$ cat config.mk
export PLATFORM = sky130hd
export DESIGN_NAME = tile_l2_wrapper
export DESIGN_NICKNAME = d
export VERILOG_FILES = /design/src/logic/tile_pkg.sv /design/src/logic/tile_l2_wrapper.sv /design/src/logic/l2_resp_router.sv /design/src/logic/l2_line_store.sv /design/src/logic/l2_req_arbiter.sv
export VERILOG_INCLUDE_DIRS = /design/src /design/src/logic
export SDC_FILE = /design/constraint.sdc
export NUM_CORES = 1
export LEC_CHECK = 0
export ABC_CLOCK_PERIOD_IN_PS = 9100
export BUFFER_PORTS_ARGS = -buffer_cell sky130_fd_sc_hd__buf_2
export CORE_MARGIN = 1.5
export CORE_UTILIZATION = 50
export CTS_CLUSTER_DIAMETER = 50
export DETAILED_ROUTE_END_ITERATION = 16
export PLACE_DENSITY = 0.69
export SETUP_SLACK_MARGIN = 0.5
export SLEW_MARGIN = 0
export SYNTH_ARGS = -nofsm -noshare
export SYNTH_HDL_FRONTEND = slang
export SYNTH_SLANG_ARGS = --single-unit
$ cat constraint.sdc
create_clock -name i_clk -period 9.1 [get_ports i_clk]
set_input_delay 0 -clock i_clk [delete_from_list [all_inputs] [get_ports i_clk]]
set_output_delay 0 -clock i_clk [all_outputs]
set_load 0.05 [all_outputs]
$ cat src/logic/tile_config.svh
`ifndef TILE_CONFIG_SVH
`define TILE_CONFIG_SVH

// --------------------
// Request channels
// --------------------

// Physical address width
`define PADDR_W 12

// Line and data width
`define DATA_W 64
`define BE_W (`DATA_W / 8)

// --------------------
// Line store and tags
// --------------------

// 16 lines, index taken from addr[6:3]
`define LINE_CNT 16

// Source-local tag, source number, and the widened tag
`define LTAG_W 4
`define SRC_W 2
`define L2_TAG_W (`SRC_W + `LTAG_W)

`endif
$ cat src/logic/tile_pkg.sv
`include "tile_config.svh"

package tile_pkg;

  // Access command
  typedef enum logic {
    CMD_RD = 1'b0,
    CMD_WR = 1'b1
  } mem_cmd_t;

  // Requesting source, value 3 unused
  typedef enum logic [`SRC_W-1:0] {
    SRC_IC  = 2'd0,
    SRC_L1D = 2'd1,
    SRC_PTW = 2'd2
  } src_id_t;

  // Field view of the widened tag
  typedef struct packed {
    src_id_t             src;
    logic [`LTAG_W-1:0]  ltag;
  } l2_tag_fld_t;

  // Same tag bits, either opaque or split into source and local tag
  typedef union packed {
    logic [`L2_TAG_W-1:0] raw;
    l2_tag_fld_t          fld;
  } l2_tag_u;

endpackage

$ cat src/logic/tile_l2_wrapper.sv
`timescale 1ns/1ps
`include "tile_config.svh"

module tile_l2_wrapper (
  input  logic                      i_clk,
  input  logic                      i_reset,

  // Instruction fetch
  input  logic                      i_ic_req_valid,
  input  tile_pkg::mem_cmd_t        i_ic_req_cmd,
  input  logic [`PADDR_W-1:0]       i_ic_req_addr,
  input  logic [`LTAG_W-1:0]        i_ic_req_tag,
  input  logic [`DATA_W-1:0]        i_ic_req_data,
  input  logic [`BE_W-1:0]          i_ic_req_byte_en,
  output logic                      o_ic_req_ready,
  output logic                      o_ic_resp_valid,
  output logic [`LTAG_W-1:0]        o_ic_resp_tag,
  output logic [`DATA_W-1:0]        o_ic_resp_data,
  input  logic                      i_ic_resp_ready,

  // L1 data
  input  logic                      i_l1d_req_valid,
  input  tile_pkg::mem_cmd_t        i_l1d_req_cmd,
  input  logic [`PADDR_W-1:0]       i_l1d_req_addr,
  input  logic [`LTAG_W-1:0]        i_l1d_req_tag,
  input  logic [`DATA_W-1:0]        i_l1d_req_data,
  input  logic [`BE_W-1:0]          i_l1d_req_byte_en,
  output logic                      o_l1d_req_ready,
  output logic                      o_l1d_resp_valid,
  output logic [`LTAG_W-1:0]        o_l1d_resp_tag,
  output logic [`DATA_W-1:0]        o_l1d_resp_data,
  input  logic                      i_l1d_resp_ready,

  // Page-table walker
  input  logic                      i_ptw_req_valid,
  input  tile_pkg::mem_cmd_t        i_ptw_req_cmd,
  input  logic [`PADDR_W-1:0]       i_ptw_req_addr,
  input  logic [`LTAG_W-1:0]        i_ptw_req_tag,
  input  logic [`DATA_W-1:0]        i_ptw_req_data,
  input  logic [`BE_W-1:0]          i_ptw_req_byte_en,
  output logic                      o_ptw_req_ready,
  output logic                      o_ptw_resp_valid,
  output logic [`LTAG_W-1:0]        o_ptw_resp_tag,
  output logic [`DATA_W-1:0]        o_ptw_resp_data,
  input  logic                      i_ptw_resp_ready,

  // Snoop
  input  logic                      i_snoop_req_valid,
  input  logic [`PADDR_W-1:0]       i_snoop_req_paddr,
  output logic                      o_snoop_resp_valid,
  output logic [`DATA_W-1:0]        o_snoop_resp_data,
  output logic [`BE_W-1:0]          o_snoop_resp_be
);

  logic                slot_valid;
  logic                slot_ready;
  tile_pkg::mem_cmd_t  slot_cmd;
  logic [`PADDR_W-1:0] slot_addr;
  tile_pkg::l2_tag_u   slot_tag;
  logic [`DATA_W-1:0]  slot_data;
  logic [`BE_W-1:0]    slot_be;

  logic                rsp_valid;
  logic                rsp_ready;
  tile_pkg::l2_tag_u   rsp_tag;
  logic [`DATA_W-1:0]  rsp_data;

  // --------------------
  // Request merge
  // --------------------
  l2_req_arbiter u_l2_req_arbiter (
    .i_clk             (i_clk),
    .i_reset           (i_reset),
    .i_ic_req_valid    (i_ic_req_valid),
    .i_ic_req_cmd      (i_ic_req_cmd),
    .i_ic_req_addr     (i_ic_req_addr),
    .i_ic_req_tag      (i_ic_req_tag),
    .i_ic_req_data     (i_ic_req_data),
    .i_ic_req_byte_en  (i_ic_req_byte_en),
    .o_ic_req_ready    (o_ic_req_ready),
    .i_l1d_req_valid   (i_l1d_req_valid),
    .i_l1d_req_cmd     (i_l1d_req_cmd),
    .i_l1d_req_addr    (i_l1d_req_addr),
    .i_l1d_req_tag     (i_l1d_req_tag),
    .i_l1d_req_data    (i_l1d_req_data),
    .i_l1d_req_byte_en (i_l1d_req_byte_en),
    .o_l1d_req_ready   (o_l1d_req_ready),
    .i_ptw_req_valid   (i_ptw_req_valid),
    .i_ptw_req_cmd     (i_ptw_req_cmd),
    .i_ptw_req_addr    (i_ptw_req_addr),
    .i_ptw_req_tag     (i_ptw_req_tag),
    .i_ptw_req_data    (i_ptw_req_data),
    .i_ptw_req_byte_en (i_ptw_req_byte_en),
    .o_ptw_req_ready   (o_ptw_req_ready),
    .o_slot_valid      (slot_valid),
    .o_slot_cmd        (slot_cmd),
    .o_slot_addr       (slot_addr),
    .o_slot_tag        (slot_tag),
    .o_slot_data       (slot_data),
    .o_slot_be         (slot_be),
    .i_slot_ready      (slot_ready)
  );

  // --------------------
  // Line store
  // --------------------
  l2_line_store u_l2_line_store (
    .i_clk              (i_clk),
    .i_reset            (i_reset),
    .i_slot_valid       (slot_valid),
    .i_slot_cmd         (slot_cmd),
    .i_slot_addr        (slot_addr),
    .i_slot_tag         (slot_tag),
    .i_slot_data        (slot_data),
    .i_slot_be          (slot_be),
    .o_slot_ready       (slot_ready),
    .o_rsp_valid        (rsp_valid),
    .o_rsp_tag          (rsp_tag),
    .o_rsp_data         (rsp_data),
    .i_rsp_ready        (rsp_ready),
    .i_snoop_req_valid  (i_snoop_req_valid),
    .i_snoop_req_paddr  (i_snoop_req_paddr),
    .o_snoop_resp_valid (o_snoop_resp_valid),
    .o_snoop_resp_data  (o_snoop_resp_data),
    .o_snoop_resp_be    (o_snoop_resp_be)
  );

  // --------------------
  // Response split
  // --------------------
  l2_resp_router u_l2_resp_router (
    .i_rsp_valid      (rsp_valid),
    .i_rsp_tag        (rsp_tag),
    .i_rsp_data       (rsp_data),
    .o_rsp_ready      (rsp_ready),
    .o_ic_resp_valid  (o_ic_resp_valid),
    .o_ic_resp_tag    (o_ic_resp_tag),
    .o_ic_resp_data   (o_ic_resp_data),
    .i_ic_resp_ready  (i_ic_resp_ready),
    .o_l1d_resp_valid (o_l1d_resp_valid),
    .o_l1d_resp_tag   (o_l1d_resp_tag),
    .o_l1d_resp_data  (o_l1d_resp_data),
    .i_l1d_resp_ready (i_l1d_resp_ready),
    .o_ptw_resp_valid (o_ptw_resp_valid),
    .o_ptw_resp_tag   (o_ptw_resp_tag),
    .o_ptw_resp_data  (o_ptw_resp_data),
    .i_ptw_resp_ready (i_ptw_resp_ready)
  );

endmodule

$ cat src/logic/l2_resp_router.sv
`timescale 1ns/1ps
`include "tile_config.svh"

module l2_resp_router (
  input  logic                      i_rsp_valid,
  input  tile_pkg::l2_tag_u         i_rsp_tag,
  input  logic [`DATA_W-1:0]        i_rsp_data,
  output logic                      o_rsp_ready,

  output logic                      o_ic_resp_valid,
  output logic [`LTAG_W-1:0]        o_ic_resp_tag,
  output logic [`DATA_W-1:0]        o_ic_resp_data,
  input  logic                      i_ic_resp_ready,

  output logic                      o_l1d_resp_valid,
  output logic [`LTAG_W-1:0]        o_l1d_resp_tag,
  output logic [`DATA_W-1:0]        o_l1d_resp_data,
  input  logic                      i_l1d_resp_ready,

  output logic                      o_ptw_resp_valid,
  output logic [`LTAG_W-1:0]        o_ptw_resp_tag,
  output logic [`DATA_W-1:0]        o_ptw_resp_data,
  input  logic                      i_ptw_resp_ready
);

  tile_pkg::src_id_t dst;

  assign dst = i_rsp_tag.fld.src;

  // Only the addressed source sees valid
  assign o_ic_resp_valid  = i_rsp_valid && (dst == tile_pkg::SRC_IC);
  assign o_l1d_resp_valid = i_rsp_valid && (dst == tile_pkg::SRC_L1D);
  assign o_ptw_resp_valid = i_rsp_valid && (dst == tile_pkg::SRC_PTW);

  // Source number stripped off
  assign o_ic_resp_tag  = i_rsp_tag.fld.ltag;
  assign o_l1d_resp_tag = i_rsp_tag.fld.ltag;
  assign o_ptw_resp_tag = i_rsp_tag.fld.ltag;

  assign o_ic_resp_data  = i_rsp_data;
  assign o_l1d_resp_data = i_rsp_data;
  assign o_ptw_resp_data = i_rsp_data;

  always_comb begin
    case (dst)
      tile_pkg::SRC_IC:  o_rsp_ready = i_ic_resp_ready;
      tile_pkg::SRC_L1D: o_rsp_ready = i_l1d_resp_ready;
      tile_pkg::SRC_PTW: o_rsp_ready = i_ptw_resp_ready;
      default:           o_rsp_ready = 1'b0;
    endcase
  end

  // Tag source comes from the arbiter, which never issues 3
  always_comb begin
    if (i_rsp_valid) begin
      assert (i_rsp_tag.raw[`L2_TAG_W-1 -: `SRC_W] != 2'd3)
        else $error("response tag carries unused source 3");
    end
  end

endmodule

$ cat src/logic/l2_line_store.sv
`timescale 1ns/1ps
`include "tile_config.svh"

module l2_line_store (
  input  logic                      i_clk,
  input  logic                      i_reset,

  input  logic                      i_slot_valid,
  input  tile_pkg::mem_cmd_t        i_slot_cmd,
  input  logic [`PADDR_W-1:0]       i_slot_addr,
  input  tile_pkg::l2_tag_u         i_slot_tag,
  input  logic [`DATA_W-1:0]        i_slot_data,
  input  logic [`BE_W-1:0]          i_slot_be,
  output logic                      o_slot_ready,

  output logic                      o_rsp_valid,
  output tile_pkg::l2_tag_u         o_rsp_tag,
  output logic [`DATA_W-1:0]        o_rsp_data,
  input  logic                      i_rsp_ready,

  input  logic                      i_snoop_req_valid,
  input  logic [`PADDR_W-1:0]       i_snoop_req_paddr,
  output logic                      o_snoop_resp_valid,
  output logic [`DATA_W-1:0]        o_snoop_resp_data,
  output logic [`BE_W-1:0]          o_snoop_resp_be
);

  localparam int IDX_W   = $clog2(`LINE_CNT);
  localparam int IDX_LSB = $clog2(`BE_W);

  logic [`DATA_W-1:0]   mem [`LINE_CNT];
  logic [`LINE_CNT-1:0] written_q;

  logic [IDX_W-1:0]     slot_idx;
  logic [IDX_W-1:0]     snoop_idx;
  logic [`DATA_W-1:0]   old_line;
  logic [`DATA_W-1:0]   new_line;
  logic                 slot_fire;
  logic                 slot_wr;

  assign slot_idx  = i_slot_addr[IDX_LSB +: IDX_W];
  assign snoop_idx = i_snoop_req_paddr[IDX_LSB +: IDX_W];

  assign o_slot_ready = !o_rsp_valid || i_rsp_ready;
  assign slot_fire    = i_slot_valid && o_slot_ready;
  assign slot_wr      = slot_fire && (i_slot_cmd == tile_pkg::CMD_WR);

  // Unwritten lines read as zero
  assign old_line = written_q[slot_idx] ? mem[slot_idx] : '0;

  always_comb begin
    new_line = old_line;
    if (i_slot_cmd == tile_pkg::CMD_WR) begin
      for (int b = 0; b < `BE_W; b++) begin
        if (i_slot_be[b]) new_line[b*8 +: 8] = i_slot_data[b*8 +: 8];
      end
    end
  end

  // --------------------
  // Lines and flags
  // --------------------
  always_ff @(posedge i_clk) begin
    if (slot_wr) mem[slot_idx] <= new_line;
  end

  always_ff @(posedge i_clk) begin
    if (i_reset) begin
      written_q <= '0;
    end else if (slot_wr) begin
      written_q[slot_idx] <= 1'b1;
    end
  end

  // Response register, holds while the router is stalled
  always_ff @(posedge i_clk) begin
    if (i_reset) begin
      o_rsp_valid <= 1'b0;
    end else if (o_slot_ready) begin
      o_rsp_valid <= i_slot_valid;
    end
  end

  always_ff @(posedge i_clk) begin
    if (slot_fire) begin
      o_rsp_tag.raw <= i_slot_tag.raw;
      o_rsp_data    <= new_line;
    end
  end

  // --------------------
  // Snoop port
  // --------------------
  always_ff @(posedge i_clk) begin
    if (i_reset) o_snoop_resp_valid <= 1'b0;
    else o_snoop_resp_valid <= i_snoop_req_valid;
  end

  // Reads the line before any same-cycle write lands
  always_ff @(posedge i_clk) begin
    if (i_snoop_req_valid) begin
      o_snoop_resp_be   <= {`BE_W{written_q[snoop_idx]}};
      o_snoop_resp_data <= written_q[snoop_idx] ? mem[snoop_idx] : '0;
    end
  end

  a_rsp_hold: assert property (@(posedge i_clk) disable iff (i_reset)
    o_rsp_valid && !i_rsp_ready |=>
      o_rsp_valid && $stable(o_rsp_tag) && $stable(o_rsp_data))
    else $error("response changed while stalled");

endmodule

$ cat src/logic/l2_req_arbiter.sv
`timescale 1ns/1ps
`include "tile_config.svh"

module l2_req_arbiter (
  input  logic                      i_clk,
  input  logic                      i_reset,

  input  logic                      i_ic_req_valid,
  input  tile_pkg::mem_cmd_t        i_ic_req_cmd,
  input  logic [`PADDR_W-1:0]       i_ic_req_addr,
  input  logic [`LTAG_W-1:0]        i_ic_req_tag,
  input  logic [`DATA_W-1:0]        i_ic_req_data,
  input  logic [`BE_W-1:0]          i_ic_req_byte_en,
  output logic                      o_ic_req_ready,

  input  logic                      i_l1d_req_valid,
  input  tile_pkg::mem_cmd_t        i_l1d_req_cmd,
  input  logic [`PADDR_W-1:0]       i_l1d_req_addr,
  input  logic [`LTAG_W-1:0]        i_l1d_req_tag,
  input  logic [`DATA_W-1:0]        i_l1d_req_data,
  input  logic [`BE_W-1:0]          i_l1d_req_byte_en,
  output logic                      o_l1d_req_ready,

  input  logic                      i_ptw_req_valid,
  input  tile_pkg::mem_cmd_t        i_ptw_req_cmd,
  input  logic [`PADDR_W-1:0]       i_ptw_req_addr,
  input  logic [`LTAG_W-1:0]        i_ptw_req_tag,
  input  logic [`DATA_W-1:0]        i_ptw_req_data,
  input  logic [`BE_W-1:0]          i_ptw_req_byte_en,
  output logic                      o_ptw_req_ready,

  output logic                      o_slot_valid,
  output tile_pkg::mem_cmd_t        o_slot_cmd,
  output logic [`PADDR_W-1:0]       o_slot_addr,
  output tile_pkg::l2_tag_u         o_slot_tag,
  output logic [`DATA_W-1:0]        o_slot_data,
  output logic [`BE_W-1:0]          o_slot_be,
  input  logic                      i_slot_ready
);

  logic [2:0]          req_valid;
  tile_pkg::mem_cmd_t  req_cmd  [3];
  logic [`PADDR_W-1:0] req_addr [3];
  logic [`LTAG_W-1:0]  req_ltag [3];
  logic [`DATA_W-1:0]  req_data [3];
  logic [`BE_W-1:0]    req_be   [3];

  logic [2:0]          grant;
  logic [1:0]          win_idx;
  logic [1:0]          last_q;
  logic                can_load;
  logic                xfer;
  tile_pkg::l2_tag_u   win_tag;

  assign req_valid = {i_ptw_req_valid, i_l1d_req_valid, i_ic_req_valid};
  assign req_cmd   = '{i_ic_req_cmd, i_l1d_req_cmd, i_ptw_req_cmd};
  assign req_addr  = '{i_ic_req_addr, i_l1d_req_addr, i_ptw_req_addr};
  assign req_ltag  = '{i_ic_req_tag, i_l1d_req_tag, i_ptw_req_tag};
  assign req_data  = '{i_ic_req_data, i_l1d_req_data, i_ptw_req_data};
  assign req_be    = '{i_ic_req_byte_en, i_l1d_req_byte_en, i_ptw_req_byte_en};

  // Search starts one past the last winner
  always_comb begin
    int cand;
    grant   = '0;
    win_idx = '0;
    for (int i = 1; i <= 3; i++) begin
      cand = (int'(last_q) + i) % 3;
      if (grant == '0 && req_valid[cand]) begin
        grant[cand] = 1'b1;
        win_idx     = 2'(cand);
      end
    end
  end

  assign can_load = !o_slot_valid || i_slot_ready;
  assign xfer     = (|grant) && can_load;

  assign o_ic_req_ready  = grant[0] && can_load;
  assign o_l1d_req_ready = grant[1] && can_load;
  assign o_ptw_req_ready = grant[2] && can_load;

  always_comb begin
    win_tag.fld.src  = tile_pkg::src_id_t'(win_idx);
    win_tag.fld.ltag = req_ltag[win_idx];
  end

  // --------------------
  // Slot register
  // --------------------
  always_ff @(posedge i_clk) begin
    if (i_reset) begin
      o_slot_valid <= 1'b0;
      last_q       <= 2'd2;
    end else begin
      if (can_load) o_slot_valid <= |grant;
      if (xfer) last_q <= win_idx;
    end
  end

  always_ff @(posedge i_clk) begin
    if (xfer) begin
      o_slot_cmd  <= req_cmd[win_idx];
      o_slot_addr <= req_addr[win_idx];
      o_slot_tag  <= win_tag;
      o_slot_data <= req_data[win_idx];
      o_slot_be   <= req_be[win_idx];
    end
  end

  a_one_ready: assert property (@(posedge i_clk) disable iff (i_reset)
    $onehot0({o_ptw_req_ready, o_l1d_req_ready, o_ic_req_ready}))
    else $error("more than one request channel granted");

endmodule

==> metrics <==
worst-margin pin slew=1230 ps; total negative slack=0 ps; cts hold-fix bufs=174; nets=3862; gr usage total=26.4%; worst min path class=in -> reg; Die H=345 um; CP Capture Type=flop; drt via density=6.36; Die Width=345 um; Mapped Cells=2952; most common cell after layout, fill and taps aside=edfxtp_1; syn nets=3244; Post-CTS Setup Repair Bufs=0; die area=0.119 mm^2; largest net degree at the start of global routing=165; Lkg Pwr=23.5 nW; core footprint=0.116 mm^2; CTS clk-pin slew, worst paths=60 ps; Final HPWL DP=87600 um; Synth top area share=63.9%; RSZ-0062 raised after global routing=no; relative slew slack=17.4%; hold slack=72.7 ps; PD cells=355 mW/mm^2; total wire length=157000 um; run status=completed; antenna violations before repair=1; R2R Setup Slk=4400 ps; synthesis-stage register bit count=1267; CP startpoint kind=flop; Final Slew Violations=0; period utilization=51.7%; Synth area leaders=edfxtp_1, mux4_2, buf_4, mux2i_1, o21ai_0; Worst EP required=9590 ps; Hold Path Origin=i_snoop_req_paddr[6]; Antenna Violating Nets Remaining=0; Clock Tree Buf Depth=3; IO Count=571; Worst Reg-to-Reg Cells=11; cts bufs inserted=145; Synth cell types=49; Worst Hold Path Cells=3; htree depth=4; first-pass GRT wire length=225000 um; global route overflow=0; fmax=213 MHz; leading area contributor after synthesis=edfxtp_1; top_reg_cell synth=edfxtp_1; number of enable flip-flop cells after synthesis=1242; port bufs=538; CTS tree=yes; CP Class=reg -> reg; maximum fanout along the worst path=44; syn avg cell area=19.8 um^2; Site Rows=125; Tmin final=4700 ps; Skew-Pair Late Insertion Delay=750 ps; worst r2r src=u_l2_req_arbiter.last_q[0]; total power=24.4 mW; vias after detailed routing=33136; Hold Violations, Final=0; most frequent cells in the layout=edfxtp_1, mux4_2, buf_2; Max rail drop VDD=358 uV; DR iter-0 viols=3633; area delta synth->final=17.7%; synth warn=0; max-cap violation count=0; DRC viols=0; routed len/inst=30.1 um; Worst Clk Skew=34.0 ps; CTS resizes=0; Seq/Total Area, Yosys=64.8%; CP arrival=5190 ps; GP Congestion=0.825; layout cells sized above 1=42.5%; asr flop ratio synth=0%; root buffer cell=clkbuf_16; DRT Pass-1 Iters=7; vias in the first global route=34698; Synth Cell Area=0.0584 mm^2; reg2reg end=u_l2_req_arbiter.o_slot_data[15]; Setup-failing EPs final=0; starting density of the core=50.4%; clk sink count=1267; Antenna Cells=0; worst hold endpoint=u_l2_line_store.o_snoop_resp_data[56]
## how the worst max path moves through the flow
stage	startpoint	slack [ps]	end
finish	u_l2_req_arbiter.last_q[0]	4400	u_l2_req_arbiter.o_slot_data[15]
CTS	u_l2_req_arbiter.last_q[0]	4410	u_l2_req_arbiter.o_slot_data[15]
detailed placement	u_l2_req_arbiter.last_q[0]	4960	u_l2_req_arbiter.o_slot_data[15]
global placement	u_l2_line_store.o_rsp_tag[5]	5050	u_l2_line_store.mem[5][34]
global route	u_l2_req_arbiter.last_q[0]	4160	flop
floorplan	u_l2_line_store.o_rsp_tag[5]	1200	u_l2_line_store.mem[12][0]
## where the power goes
group          internal [mW]  switching, mW  total (mW)
clock                   3.61           2.35        5.96
sequential              8.61          0.559        9.17
combinational           3.32           5.92        9.23
total                   15.5           8.83        24.4
## area by class of cell
cell class                      instances  area, um^2
Fill cell                            8286       47200
Timing Repair Buffer                  829        5390
Sequential cell                      1267       37800
Inverter                               20        82.6
Clock buffer                          169        3890
Multi-Input combinational cell       1307       18600
Tap cell                             1524        1910
Clock inverter                         90        1020
## synthesized netlist by cell type (all sizes together), types with 2 or more instances
cell	n
a21oi	16
a31oi	7
dfxtp	25
ha	4
a22o	2
edfxtp	1242
nor3b	3
o32ai	4
and3b	2
buf	252
nor3	6
mux2i	80
nand2	158
mux2	2
and2	9
clkbuf	106
or3	4
nand2b	64
o211ai	2
a211oi	10
nand4bb	2
nand3	4
nor4	3
inv	20
mux4	648
o21ai	151
and3	2
nor2	40
o21ba	5
nor2b	70
## worst max-delay path, cell delays in order, from the launching register on
cell	delay [ps]
dfxtp_1	360
inv_1	90
ha_1	460
nor2b_1	210
o211a_1	250
or3_1	530
a211oi_4	270
buf_4	380
buf_4	690
mux2i_1	310
o21ai_0	110
dlygate4sd3_1	630
## layer usage
metal	part of all wire, %	routed length, um	global-route usage, %
met5	0	0	0
met4	3.0	4760	9.29
met3	10	15800	5.82
met2	50	77700	43.3
met1	37	58200	35.2
## cells by family after synthesis
group / count (synthesis) / synth area share (%)
DFF: 1267 / 64.8
muxes: 730 / 26.4
buffers and inverters: 378 / 3.63
and+or+nand+nor: 369 / 3.13
AOI/OAI and AO/OA: 204 / 1.98
adders and majority gates: 4 / 0.0858
## per-stage QoR
| step | util (%) | instance area [um^2] | instances | setup WS (ps) |
|---|---|---|---|---|
| global placement | 53.5 | 62000 | 4773 | 5050 |
| finish | 59.3 | 68700 | 5206 | 4400 |
| detailed placement | 53.5 | 62000 | 4773 | 4960 |
| floorplan | - | 58400 | 2952 | 1200 |
| global route | 59.3 | 68700 | 5206 | 4160 |
| CTS | 59.3 | 68700 | 5206 | 4410 |
## flip-flops by register name (all words and copies together), names as in the netlist, named ones only
name                                flops
u_l2_line_store.mem                  1024
u_l2_line_store.o_rsp_data             64
u_l2_line_store.o_snoop_resp_data      64
u_l2_req_arbiter.o_slot_data           64
u_l2_line_store.written_q              16
u_l2_req_arbiter.o_slot_be              8
u_l2_line_store.o_rsp_tag               6
u_l2_req_arbiter.o_slot_tag             6
u_l2_req_arbiter.o_slot_addr            4
u_l2_req_arbiter.last_q                 2
u_l2_line_store.o_rsp_valid             1
u_l2_line_store.o_snoop_resp_be         1
u_l2_line_store.o_snoop_resp_valid      1
u_l2_req_arbiter.o_slot_cmd             1
u_l2_req_arbiter.o_slot_valid           1
Note: power is estimated with default switching activity, not from simulation.
